[config.mk]
export PLATFORM = sky130hd
export DESIGN_NAME = boot_loader_top
export DESIGN_NICKNAME = d
export VERILOG_FILES = /design/src/verilog/boot_loader_pkg.sv /design/src/verilog/boot_loader_top.sv /design/src/verilog/cfg_loader.sv /design/src/verilog/load_channel_mux.sv /design/src/verilog/nbf_loader.sv
export VERILOG_INCLUDE_DIRS = /design/src /design/src/include
export SDC_FILE = /design/constraint.sdc
export NUM_CORES = 1
export LEC_CHECK = 0
export BUFFER_PORTS_ARGS = -buffer_cell sky130_fd_sc_hd__buf_2
export CORE_MARGIN = 5
export CORE_UTILIZATION = 48
export DETAILED_ROUTE_END_ITERATION = 8
export PLACE_DENSITY = 0.81
export SKIP_CTS_REPAIR_TIMING = 1
export SYNTH_ARGS = -nofsm -noshare
export SYNTH_HDL_FRONTEND = slang
export SYNTH_SLANG_ARGS = --single-unit
[constraint.sdc]
create_clock -name clk_i -period 3.8 [get_ports clk_i]
set_input_delay 0.76 -clock clk_i [delete_from_list [all_inputs] [get_ports clk_i]]
set_output_delay 0.76 -clock clk_i [all_outputs]
set_load 0.01 [all_outputs]
[src/include/boot_loader_cfg.svh]
// Boot loader configuration
`ifndef BOOT_LOADER_CFG_SVH
`define BOOT_LOADER_CFG_SVH

// Command field widths
`define BOOT_ADDR_W 40
`define BOOT_DATA_W 64

// Commands in flight per loader
`define BOOT_CREDITS 8

// Configuration register map
`define BOOT_FREEZE_ADDR   40'h00_0020_0008
`define BOOT_CORE_ID_ADDR  40'h00_0020_0010
`define BOOT_CCE_MODE_ADDR 40'h00_0020_0018
`define BOOT_INSTR_BASE    40'h00_0020_8000

// Values written at boot
`define BOOT_CORE_ID  64'h0000_0000_0000_0002
`define BOOT_CCE_MODE 64'h0000_0000_0000_0001

// Coherence engine instruction table
`define BOOT_INSTR_ELS 4
`define BOOT_INSTR_0   64'h0000_0000_1a2b_3c01
`define BOOT_INSTR_1   64'h0000_0000_2b3c_4d02
`define BOOT_INSTR_2   64'h0000_0000_3c4d_5e03
`define BOOT_INSTR_3   64'h0000_0000_4d5e_6f04

`endif

[src/verilog/boot_loader_pkg.sv]
// Boot loader types
`include "boot_loader_cfg.svh"

package boot_loader_pkg;

   // Both loaders only issue write commands
   typedef enum logic
   {
      CMD_READ   = 1'b0
      ,CMD_WRITE = 1'b1
   } cmd_op_e;

   typedef struct packed
   {
      cmd_op_e                 op;
      logic [`BOOT_ADDR_W-1:0] addr;
      logic [`BOOT_DATA_W-1:0] data;
   } load_cmd_s;

   // Program record opcode
   typedef enum logic [1:0]
   {
      NBF_WRITE   = 2'b00
      ,NBF_FENCE  = 2'b01
      ,NBF_FINISH = 2'b10
   } nbf_op_e;

   typedef struct packed
   {
      nbf_op_e                 op;
      logic [`BOOT_ADDR_W-1:0] addr;
      logic [`BOOT_DATA_W-1:0] data;
   } nbf_rec_s;

endpackage

[src/verilog/boot_loader_top.sv]
// Boot loader top level
`timescale 1ns/1ps
`include "boot_loader_cfg.svh"

module boot_loader_top
   #(parameter int credit_p = `BOOT_CREDITS)
   (input  logic                       clk_i
    ,input logic                       reset_i

    ,input  boot_loader_pkg::nbf_rec_s nbf_rec_i
    ,input  logic                      nbf_v_i
    ,output logic                      nbf_ready_o

    ,output boot_loader_pkg::load_cmd_s io_cmd_o
    ,output logic                      io_cmd_v_o
    ,input  logic                      io_cmd_ready_i

    ,input  logic                      io_resp_v_i

    ,output logic                      cfg_done_o
    ,output logic                      nbf_done_o
    );

   boot_loader_pkg::load_cmd_s cfg_cmd_lo;
   logic                       cfg_cmd_v_lo;
   logic                       cfg_cmd_ready_li;
   logic                       cfg_ack_li;

   boot_loader_pkg::load_cmd_s nbf_cmd_lo;
   logic                       nbf_cmd_v_lo;
   logic                       nbf_cmd_ready_li;
   logic                       nbf_ack_li;

   cfg_loader
      #(.credit_p(credit_p))
      cfg_loader
      (.clk_i(clk_i)
       ,.reset_i(reset_i)
       ,.cmd_o(cfg_cmd_lo)
       ,.cmd_v_o(cfg_cmd_v_lo)
       ,.cmd_ready_i(cfg_cmd_ready_li)
       ,.ack_i(cfg_ack_li)
       ,.done_o(cfg_done_o)
       );

   nbf_loader
      #(.credit_p(credit_p))
      nbf_loader
      (.clk_i(clk_i)
       ,.reset_i(reset_i)
       ,.rec_i(nbf_rec_i)
       ,.rec_v_i(nbf_v_i)
       ,.rec_ready_o(nbf_ready_o)
       ,.cmd_o(nbf_cmd_lo)
       ,.cmd_v_o(nbf_cmd_v_lo)
       ,.cmd_ready_i(nbf_cmd_ready_li)
       ,.ack_i(nbf_ack_li)
       ,.done_o(nbf_done_o)
       );

   // Configuration owns the channel until it is done
   load_channel_mux
      channel_mux
      (.cfg_done_i(cfg_done_o)
       ,.cfg_cmd_i(cfg_cmd_lo)
       ,.cfg_cmd_v_i(cfg_cmd_v_lo)
       ,.cfg_cmd_ready_o(cfg_cmd_ready_li)
       ,.cfg_ack_o(cfg_ack_li)
       ,.nbf_cmd_i(nbf_cmd_lo)
       ,.nbf_cmd_v_i(nbf_cmd_v_lo)
       ,.nbf_cmd_ready_o(nbf_cmd_ready_li)
       ,.nbf_ack_o(nbf_ack_li)
       ,.io_cmd_o(io_cmd_o)
       ,.io_cmd_v_o(io_cmd_v_o)
       ,.io_cmd_ready_i(io_cmd_ready_i)
       ,.io_resp_v_i(io_resp_v_i)
       );

endmodule

[src/verilog/cfg_loader.sv]
// Configuration loader
`timescale 1ns/1ps
`include "boot_loader_cfg.svh"

module cfg_loader
   #(parameter int credit_p = `BOOT_CREDITS)
   (input  logic                       clk_i
    ,input logic                       reset_i

    ,output boot_loader_pkg::load_cmd_s cmd_o
    ,output logic                      cmd_v_o
    ,input  logic                      cmd_ready_i

    ,input  logic                      ack_i

    ,output logic                      done_o
    );

   // Freeze, core id and mode, then the instruction table
   localparam int num_steps_lp = 3 + `BOOT_INSTR_ELS;
   localparam int step_w_lp    = $clog2(num_steps_lp + 1);
   localparam int credit_w_lp  = $clog2(credit_p + 1);

   localparam logic [step_w_lp-1:0]   last_step_lp  = step_w_lp'(num_steps_lp);
   localparam logic [credit_w_lp-1:0] credit_max_lp = credit_w_lp'(credit_p);

   logic                   run_r;
   logic                   done_r;
   logic [step_w_lp-1:0]   step_r;
   logic [step_w_lp-1:0]   instr_idx;
   logic [credit_w_lp-1:0] credits_r;
   logic [credit_w_lp-1:0] credits_n;
   logic                   cmd_fire;

   assign cmd_v_o   = run_r & (step_r != last_step_lp) & (credits_r != credit_max_lp);
   assign cmd_fire  = cmd_v_o & cmd_ready_i;
   assign done_o    = done_r;
   assign instr_idx = step_r - step_w_lp'(3);

   always_comb
   begin
      cmd_o.op = boot_loader_pkg::CMD_WRITE;
      case (step_r)
         step_w_lp'(0):
         begin
            cmd_o.addr = `BOOT_FREEZE_ADDR;
            cmd_o.data = `BOOT_DATA_W'(1);
         end
         step_w_lp'(1):
         begin
            cmd_o.addr = `BOOT_CORE_ID_ADDR;
            cmd_o.data = `BOOT_CORE_ID;
         end
         step_w_lp'(2):
         begin
            cmd_o.addr = `BOOT_CCE_MODE_ADDR;
            cmd_o.data = `BOOT_CCE_MODE;
         end
         default:
         begin
            // Table entries are 8 bytes apart
            cmd_o.addr = `BOOT_INSTR_BASE + `BOOT_ADDR_W'({instr_idx, 3'b000});
            case (instr_idx)
               step_w_lp'(0): cmd_o.data = `BOOT_INSTR_0;
               step_w_lp'(1): cmd_o.data = `BOOT_INSTR_1;
               step_w_lp'(2): cmd_o.data = `BOOT_INSTR_2;
               step_w_lp'(3): cmd_o.data = `BOOT_INSTR_3;
               default:       cmd_o.data = '0;
            endcase
         end
      endcase
   end

   always_comb
   begin
      credits_n = credits_r;
      if (cmd_fire & ~ack_i)
         credits_n = credits_r + 1'b1;
      else if (ack_i & ~cmd_fire)
         credits_n = credits_r - 1'b1;
   end

   always_ff @(posedge clk_i)
   begin
      if (reset_i)
      begin
         run_r     <= 1'b0;
         done_r    <= 1'b0;
         step_r    <= '0;
         credits_r <= '0;
      end
      else
      begin
         run_r     <= 1'b1;
         credits_r <= credits_n;
         if (cmd_fire)
            step_r <= step_r + 1'b1;
         // Done in the cycle after the last acknowledge
         if ((step_r == last_step_lp) && (credits_n == '0))
            done_r <= 1'b1;
      end
   end

endmodule

[src/verilog/load_channel_mux.sv]
// Loader command channel mux
`timescale 1ns/1ps

module load_channel_mux
   (input  logic                       cfg_done_i

    ,input  boot_loader_pkg::load_cmd_s cfg_cmd_i
    ,input  logic                      cfg_cmd_v_i
    ,output logic                      cfg_cmd_ready_o
    ,output logic                      cfg_ack_o

    ,input  boot_loader_pkg::load_cmd_s nbf_cmd_i
    ,input  logic                      nbf_cmd_v_i
    ,output logic                      nbf_cmd_ready_o
    ,output logic                      nbf_ack_o

    ,output boot_loader_pkg::load_cmd_s io_cmd_o
    ,output logic                      io_cmd_v_o
    ,input  logic                      io_cmd_ready_i

    ,input  logic                      io_resp_v_i
    );

   // The loaders take turns, so the selection is just cfg_done
   always_comb
   begin
      cfg_cmd_ready_o = 1'b0;
      cfg_ack_o       = 1'b0;
      nbf_cmd_ready_o = 1'b0;
      nbf_ack_o       = 1'b0;
      if (~cfg_done_i)
      begin
         io_cmd_o        = cfg_cmd_i;
         io_cmd_v_o      = cfg_cmd_v_i;
         cfg_cmd_ready_o = io_cmd_ready_i;
         cfg_ack_o       = io_resp_v_i;
      end
      else
      begin
         io_cmd_o        = nbf_cmd_i;
         io_cmd_v_o      = nbf_cmd_v_i;
         nbf_cmd_ready_o = io_cmd_ready_i;
         nbf_ack_o       = io_resp_v_i;
      end
   end

endmodule

[src/verilog/nbf_loader.sv]
// Program record loader
`timescale 1ns/1ps
`include "boot_loader_cfg.svh"

module nbf_loader
   #(parameter int credit_p = `BOOT_CREDITS)
   (input  logic                       clk_i
    ,input logic                       reset_i

    ,input  boot_loader_pkg::nbf_rec_s rec_i
    ,input  logic                      rec_v_i
    ,output logic                      rec_ready_o

    ,output boot_loader_pkg::load_cmd_s cmd_o
    ,output logic                      cmd_v_o
    ,input  logic                      cmd_ready_i

    ,input  logic                      ack_i

    ,output logic                      done_o
    );

   localparam int credit_w_lp = $clog2(credit_p + 1);
   localparam logic [credit_w_lp-1:0] credit_max_lp = credit_w_lp'(credit_p);

   typedef enum logic [1:0]
   {
      S_IDLE
      ,S_ISSUE
      ,S_DRAIN
      ,S_FINISHED
   } state_e;

   state_e                    state_r;
   state_e                    state_n;
   boot_loader_pkg::nbf_rec_s rec_r;
   logic                      ready_r;
   logic [credit_w_lp-1:0]    credits_r;
   logic [credit_w_lp-1:0]    credits_n;
   logic                      rec_fire;
   logic                      cmd_fire;

   assign rec_ready_o = ready_r;
   assign rec_fire    = rec_v_i & ready_r;
   assign cmd_v_o     = (state_r == S_ISSUE) & (credits_r != credit_max_lp);
   assign cmd_fire    = cmd_v_o & cmd_ready_i;
   assign done_o      = (state_r == S_FINISHED);

   assign cmd_o = '{op: boot_loader_pkg::CMD_WRITE, addr: rec_r.addr, data: rec_r.data};

   always_comb
   begin
      state_n = state_r;
      case (state_r)
         S_IDLE:
            if (rec_fire)
               state_n = (rec_i.op == boot_loader_pkg::NBF_WRITE) ? S_ISSUE : S_DRAIN;
         S_ISSUE:
            if (cmd_fire)
               state_n = S_IDLE;
         // Unknown opcodes drain like a fence
         S_DRAIN:
            if (credits_r == '0)
               state_n = (rec_r.op == boot_loader_pkg::NBF_FINISH) ? S_FINISHED : S_IDLE;
         default:
            state_n = S_FINISHED;
      endcase
   end

   always_comb
   begin
      credits_n = credits_r;
      if (cmd_fire & ~ack_i)
         credits_n = credits_r + 1'b1;
      else if (ack_i & ~cmd_fire)
         credits_n = credits_r - 1'b1;
   end

   always_ff @(posedge clk_i)
   begin
      if (reset_i)
      begin
         state_r   <= S_IDLE;
         ready_r   <= 1'b0;
         credits_r <= '0;
      end
      else
      begin
         state_r   <= state_n;
         ready_r   <= (state_n == S_IDLE);
         credits_r <= credits_n;
      end
   end

   // Holding register for the accepted record
   always_ff @(posedge clk_i)
   begin
      if (rec_fire)
         rec_r <= rec_i;
   end

endmodule
==> impl_metrics.ini, run 1 <==
[grt]
grt_pass1_wl_um = 19100
grt_max_degree = 70
grt_pass1_vias = 4012
grt_overflow = 0
grt_antenna_before_repair = 0
grt_util_all_layers_pct = 19.3

[logic_synthesis]
seq_area_frac_synth_pct = 68.8
synth_ff_type = edfxtp_1
synth_warnings = 0
async_reset_ff_share_pct = 0
ys_types = 49
synth_cells = 379
yosys-top-cells-area = edfxtp_1, and2_1, dfxtp_1
netlist_area_sq_um = 5090
postSynthAreaPerCell_sq_um = 13.4
synth_seq_cells = 122
synthesis.nets = 503
synth.top_cell.area_share_pct = 62.5
synth_edf_count = 106
synth.largest_area_cell = edfxtp_1

[finish]
drive_gt1_share_pct = 41.6
num-fill-cells = 791
antenna_cells = 0
fin_nets = 726
area_growth_pct = 34.1

[route]
num_vias = 3716
drtPass1Iterations = 5
routed_wirelength_um = 12300
ant_nets = 0
first_iter_violations = 159
viasPerCell = 4.95
wl_per_cell_um = 16.4
route.detailed.drc = 0

[power_and_ir_drop]
vdd_drop_max_mv = 0.335
power.density_nw_per_um2 = 473
leakagePower_nw = 3.20

[die]
die_h_um = 113
num_rows = 37
core_sq_um = 10300
die-area_sq_um = 12800
ioPinCount = 220
die-width_um = 113
start_util_pct = 49.4

[worst_hold_path]
hold_depth = 1
min-delay-start = nbf_rec_i[35]
hold_end = nbf_loader.cmd_o[35]$_DFFE_PP_
hold_path.class = in -> reg

[status]
status = complete, no violations

[setup_path]
max_stage_delay_ns = 0.52
crit_fanout = 9
path_buf_inv = 2
endpoint_kind = output port
reg2reg_depth = 12
cp_top_family = simple AND/OR/NAND/NOR gates
r2r_slack_ns = 1.13
crit_arrival_ns = 2.67
path_cells = inv_1 -> ha_1 -> nor3_1 -> nor2_1 -> nor3b_4 -> nand2_1 -> o311ai_0 -> buf_2
critPathRequiredTime_ns = 3.04
r2r-end = nbf_loader.credits_r[3]$_SDFFE_PP0P_
start_kind = flip-flop
crit_slowest_cell = dfxtp_1
path_class = reg -> out
worstReg2RegStart = cfg_loader.done_o$_SDFFE_PP0P_

[sta]
tightest_slew_ns = 0.879
finalSetupViolations = 0
rsz0062_at_grt = no
finalSetupTns_ns = 0
timing.fmax_mhz = 291
whs_ns = 0.428
skew_ns = 0.00531
slew_viol_final = 0
final-hold-violation-count = 0
timing.slew.headroom_pct = 40.6
min_period_ns = 3.43
fin_crit_sh_pct = 90.4

[clock_tree]
cts_max_level = 4
clk_path_buf_depth = 2
cts_root_buf = clkbuf_8
cts_num_sinks = 122
cts_tree = yes
cts_made_buffers = 17
insertion_delay_ns = 0.50
clk_pin_slew_ns = 0.06

[placement]
dp_hpwl_um = 9000
gp_congestion = 0.848
port_buffers = 218

[job]
maxCapViolCount = 0
[layer usage]
metal	wire [um]	global-route usage [%]	up-vias	part of all wire, %
li1	-	-	1780	-
met1	4600	21.5	1775	37
met2	6580	33.3	140	53
met3	876	6.31	21	7.1
met4	248	9.13	0	2.0
met5	0	0	-	0
[cell usage in the layout (no fill, tap or decap), types with 9 or more instances in the layout]
cell type  instances
and2_1            78
clkinv_2           9
buf_2            218
nand2_1           46
clkbuf_16         16
a21oi_1            9
ha_1              12
dfxtp_1           15
edfxtp_1         106
nor2_1            17
inv_1              9
[how the worst max path moves through the flow]
stage                                           start                             to  slack (ns)  cells after the start
finish              cfg_loader.step_r[0]$_SDFFE_PP0P_                    io_cmd_o[0]        0.37                      8
floorplan                                     nbf_v_i  nbf_loader.cmd_o[0]$_DFFE_PP_        0.44                      2
global placement    cfg_loader.step_r[0]$_SDFFE_PP0P_                    io_cmd_o[0]        1.01                      8
detailed placement  cfg_loader.step_r[0]$_SDFFE_PP0P_                    io_cmd_o[0]        0.89                      8
CTS                 cfg_loader.step_r[0]$_SDFFE_PP0P_                    io_cmd_o[0]        0.32                      8
global route        cfg_loader.step_r[0]$_SDFFE_PP0P_                    io_cmd_o[0]         0.1                      8
[where the power goes]
part	internal (W)	switching, W
logic	0.000116	0.000143
registers	0.00156	0.0000355
clock network	0.000848	0.000523
total	0.00253	0.000702
[layout make-up]
type,count,area (sq um),share of cell area [%]
clock buffer,20,425,6.23
clock inverter,12,82.6,1.21
inverter,10,40.0,0.586
multi-input combinational,231,1490,21.8
sequential,122,3510,51.3
tap,136,170,2.49
timing repair buffer,220,1120,16.4
[stage by stage]
step	instance area, sq um	setup slack [ns]	cells	utilization (%)	power [W]
2_1_floorplan	5090	0.442	379	-	0.00177
3_3_place_gp	6320	1.01	719	61.3	0.00187
3_5_place_dp	6320	0.888	719	61.3	0.00188
4_1_cts	6830	0.325	751	66.2	0.00327
5_1_grt	6830	0.0995	751	66.2	0.00337
6_report	6830	0.365	751	66.2	0.00323
[synthesized netlist by cell type (2+ instances only)]
cell	n
dfxtp_1	16
a22o_1	2
buf_1	2
a21o_1	7
mux2i_1	5
a21oi_1	9
nor2_1	17
o21ai_0	7
inv_1	10
ha_1	12
a211o_1	2
nand2_1	46
nor2b_1	3
xnor2_1	6
edfxtp_1	106
buf_2	2
nor3b_1	2
nand3b_1	2
nor3_1	4
o31ai_1	3
and2_1	78
clkbuf_1	11
[registers in the layout, summed over array words and instances (netlist names)]
signal and cells:
nbf_loader.cmd_o 104, cfg_loader.credits_r 4, nbf_loader.credits_r 4, cfg_loader.step_r 3
nbf_loader.rec_r 2, nbf_loader.state_r 2, cfg_loader.done_o 1, cfg_loader.run_r 1
nbf_loader.rec_ready_o 1
[cell families after synthesis]
| family | share of synthesized area [%] |
|---|---|
| mux | 1.20 |
| simple gates | 18.0 |
| xor+xnor | 1.20 |
| buf+inv | 2.04 |
| flops | 68.8 |
| fa+ha+maj | 3.34 |
| compound gates | 5.43 |
| other cells | 0.0736 |
No activity file was read; power rests on OpenSTA's default activity.
==> inputs of run 2 (changes only) <==
- CORE_UTILIZATION: 48 -> 50
- PLACE_DENSITY: 0.81 -> 0.77
- SYNTH_HIERARCHICAL: unset -> 1
==> run 2 against run 1 <==
Final cell count rose by 17%. Hold slack improved by 0.095 ns. Count of clock-buffer cells in the layout rose by 2. Critical endpoint is now io_cmd_o[27]. Die area rose by 39%. Non-clock buffer count rose by 1. Clock power rose by 30%. Global-route usage fell by 4.9 points. Sequential share of layout area fell by 8.8 points. Wire length rose by 5.5%. Final area rose by 21%. Flip-flop and latch count did not move. Critical path depth did not move.
==> impl_metrics.ini, run 2 <==
[clock_tree]
cts_num_sinks = 122
cts_tree = yes
cts_root_buf = clkbuf_16
cts_max_level = 4
clk_pin_slew_ns = 0.06
clk_path_buf_depth = 2
insertion_delay_ns = 0.41
cts_made_buffers = 17

[logic_synthesis]
synth.largest_area_cell = edfxtp_1
netlist_area_sq_um = 7620
synth_warnings = 6
synth_most_common_cell = buf_4
synth_edf_count = 106
synth_ff_type = edfxtp_1
synth_cells = 569
synth_commonest_cells = buf_4, edfxtp_1, mux2_4
ys_types = 52
postSynthAreaPerCell_sq_um = 13.4
async_reset_ff_share_pct = 0
yosys-top-cells-area = edfxtp_1, buf_4, mux2_4
synth_seq_cells = 122
seq_area_frac_synth_pct = 46.0
synth.top_cell.area_share_pct = 41.8

[sta]
tightest_slew_ns = 0.845
finalSetupTns_ns = 0
rsz0062_at_grt = no
min_period_ns = 3.29
timing.fmax_mhz = 304
timing.slew.headroom_pct = 43.7
slew_viol_final = 0
skew_ns = 0.00701
final-hold-violation-count = 0
finalSetupViolations = 0
fin_crit_sh_pct = 86.6

[grt]
grt_pass1_vias = 3976
grt_overflow = 0
grt_max_degree = 58
grt_antenna_before_repair = 0
grt_util_all_layers_pct = 14.3
grt_pass1_wl_um = 19800

[setup_path]
crit_arrival_ns = 2.53
path_cells = inv_1 -> ha_1 -> nor2_1 -> a21o_1 -> nand2_1 -> a21oi_1 -> mux2_4 -> buf_2
critPathRequiredTime_ns = 3.04
crit_fanout = 7
crit_slowest_cell = dfxtp_1
path_buf_inv = 2
max_stage_delay_ns = 0.48
endpoint_kind = output port
path_class = reg -> out
start_kind = flip-flop
cp_top_family = compound AO/OA/AOI/OAI gates

[power_and_ir_drop]
vdd_drop_max_mv = 0.368
p_total_w = 0.00381
power.density_nw_per_um2 = 462
leakagePower_nw = 3.67

[finish]
largest_reg_flops = 104
finalNonFillerCells = 875
final_cell_mix = buf_2, edfxtp_1, mux2_4
fin_nets = 798
area_growth_pct = 8.19
layout_commonest_cell = buf_2
antenna_cells = 0
drive_gt1_share_pct = 53.7

[die]
num_rows = 45
core_sq_um = 15100
die_h_um = 133
die-area_sq_um = 17800
die-width_um = 133
ioPinCount = 220
start_util_pct = 50.5

[worst_hold_path]
hold_path.class = in -> reg

[route]
ant_nets = 0
routed_wirelength_um = 13000
num_vias = 3913
wl_per_cell_um = 14.8
route.detailed.drc = 0
drtPass1Iterations = 4
first_iter_violations = 207
viasPerCell = 4.47

[status]
status = complete, no violations

[placement]
gp_congestion = 0.803
dp_cells = 843
port_buffers = 218
dp_hpwl_um = 9800

[job]
maxCapViolCount = 0
==> run 2: logic make-up (layout without fill, tap and decap cells) <==
kind of cell | after synthesis | after routing | synth area share (%)
AND/OR/NAND/NOR | 70 | 70 | 5.25
adder cells (fa/ha/maj) | 13 | 13 | 2.23
buffers and inverters | 222 | 265 | 22.7
multiplexers | 109 | 109 | 20.8
flip-flops | 122 | 122 | 46.0
XOR/XNOR | 7 | 7 | 0.804
other | 3 | 78 | 0.148
AO/OA/AOI/OAI | 23 | 23 | 2.10
==> run 2: area by class of cell <==
class / count / area (sq um)
sequential: 122 / 3510
multi-input combinational: 300 / 2670
clock inverter: 10 / 188
timing repair buffer: 221 / 1130
clock buffer: 22 / 474
tap: 188 / 235
inverter: 12 / 45.0
fill: 1278 / 6840
==> run 2: path summary, 6_finish.rpt <==
check | start | end | slack, ns | cells after the start
max reg2reg | cfg_loader/done_o$_SDFFE_PP0P_ | nbf_loader/credits_r[3]$_SDFFE_PP0P_ | 1.04 | 9
max | cfg_loader/step_r[0]$_SDFFE_PP0P_ | io_cmd_o[27] | 0.51 | 8
min | nbf_rec_i[19] | nbf_loader/cmd_o[19]$_DFFE_PN_ | 0.52 | 1
min reg2reg | nbf_loader/credits_r[2]$_SDFFE_PP0P_ | nbf_loader/credits_r[2]$_SDFFE_PP0P_ | 0.55 | 2
==> run 2: layer usage <==
layer  share of wire [%]  GRT usage, %
met5                   0             0
met4                 2.5          6.11
met3                 5.9          4.42
met2                  53          25.7
met1                  39          15.6
==> run 2: power by group <==
group | leakage, nW | switching, W | internal, W
registers | 1.11 | 0.0000435 | 0.00157
clock network | 0.317 | 0.000560 | 0.00122
logic | 2.24 | 0.000211 | 0.000208
==> run 2: metrics by stage <==
| step | hold slack (ns) | util [%] | instance area (sq um) | setup WS [ns] |
|---|---|---|---|---|
| finish | 0.523 | 54.7 | 8250 | 0.510 |
| global route | 0.500 | 54.7 | 8250 | 0.345 |
| CTS | 0.497 | 54.7 | 8250 | 0.486 |
| detailed placement | 0.543 | 50.3 | 7590 | 0.944 |
| global placement | 0.536 | 50.3 | 7590 | 0.971 |
| floorplan | 0.508 | - | 7910 | 1.03 |
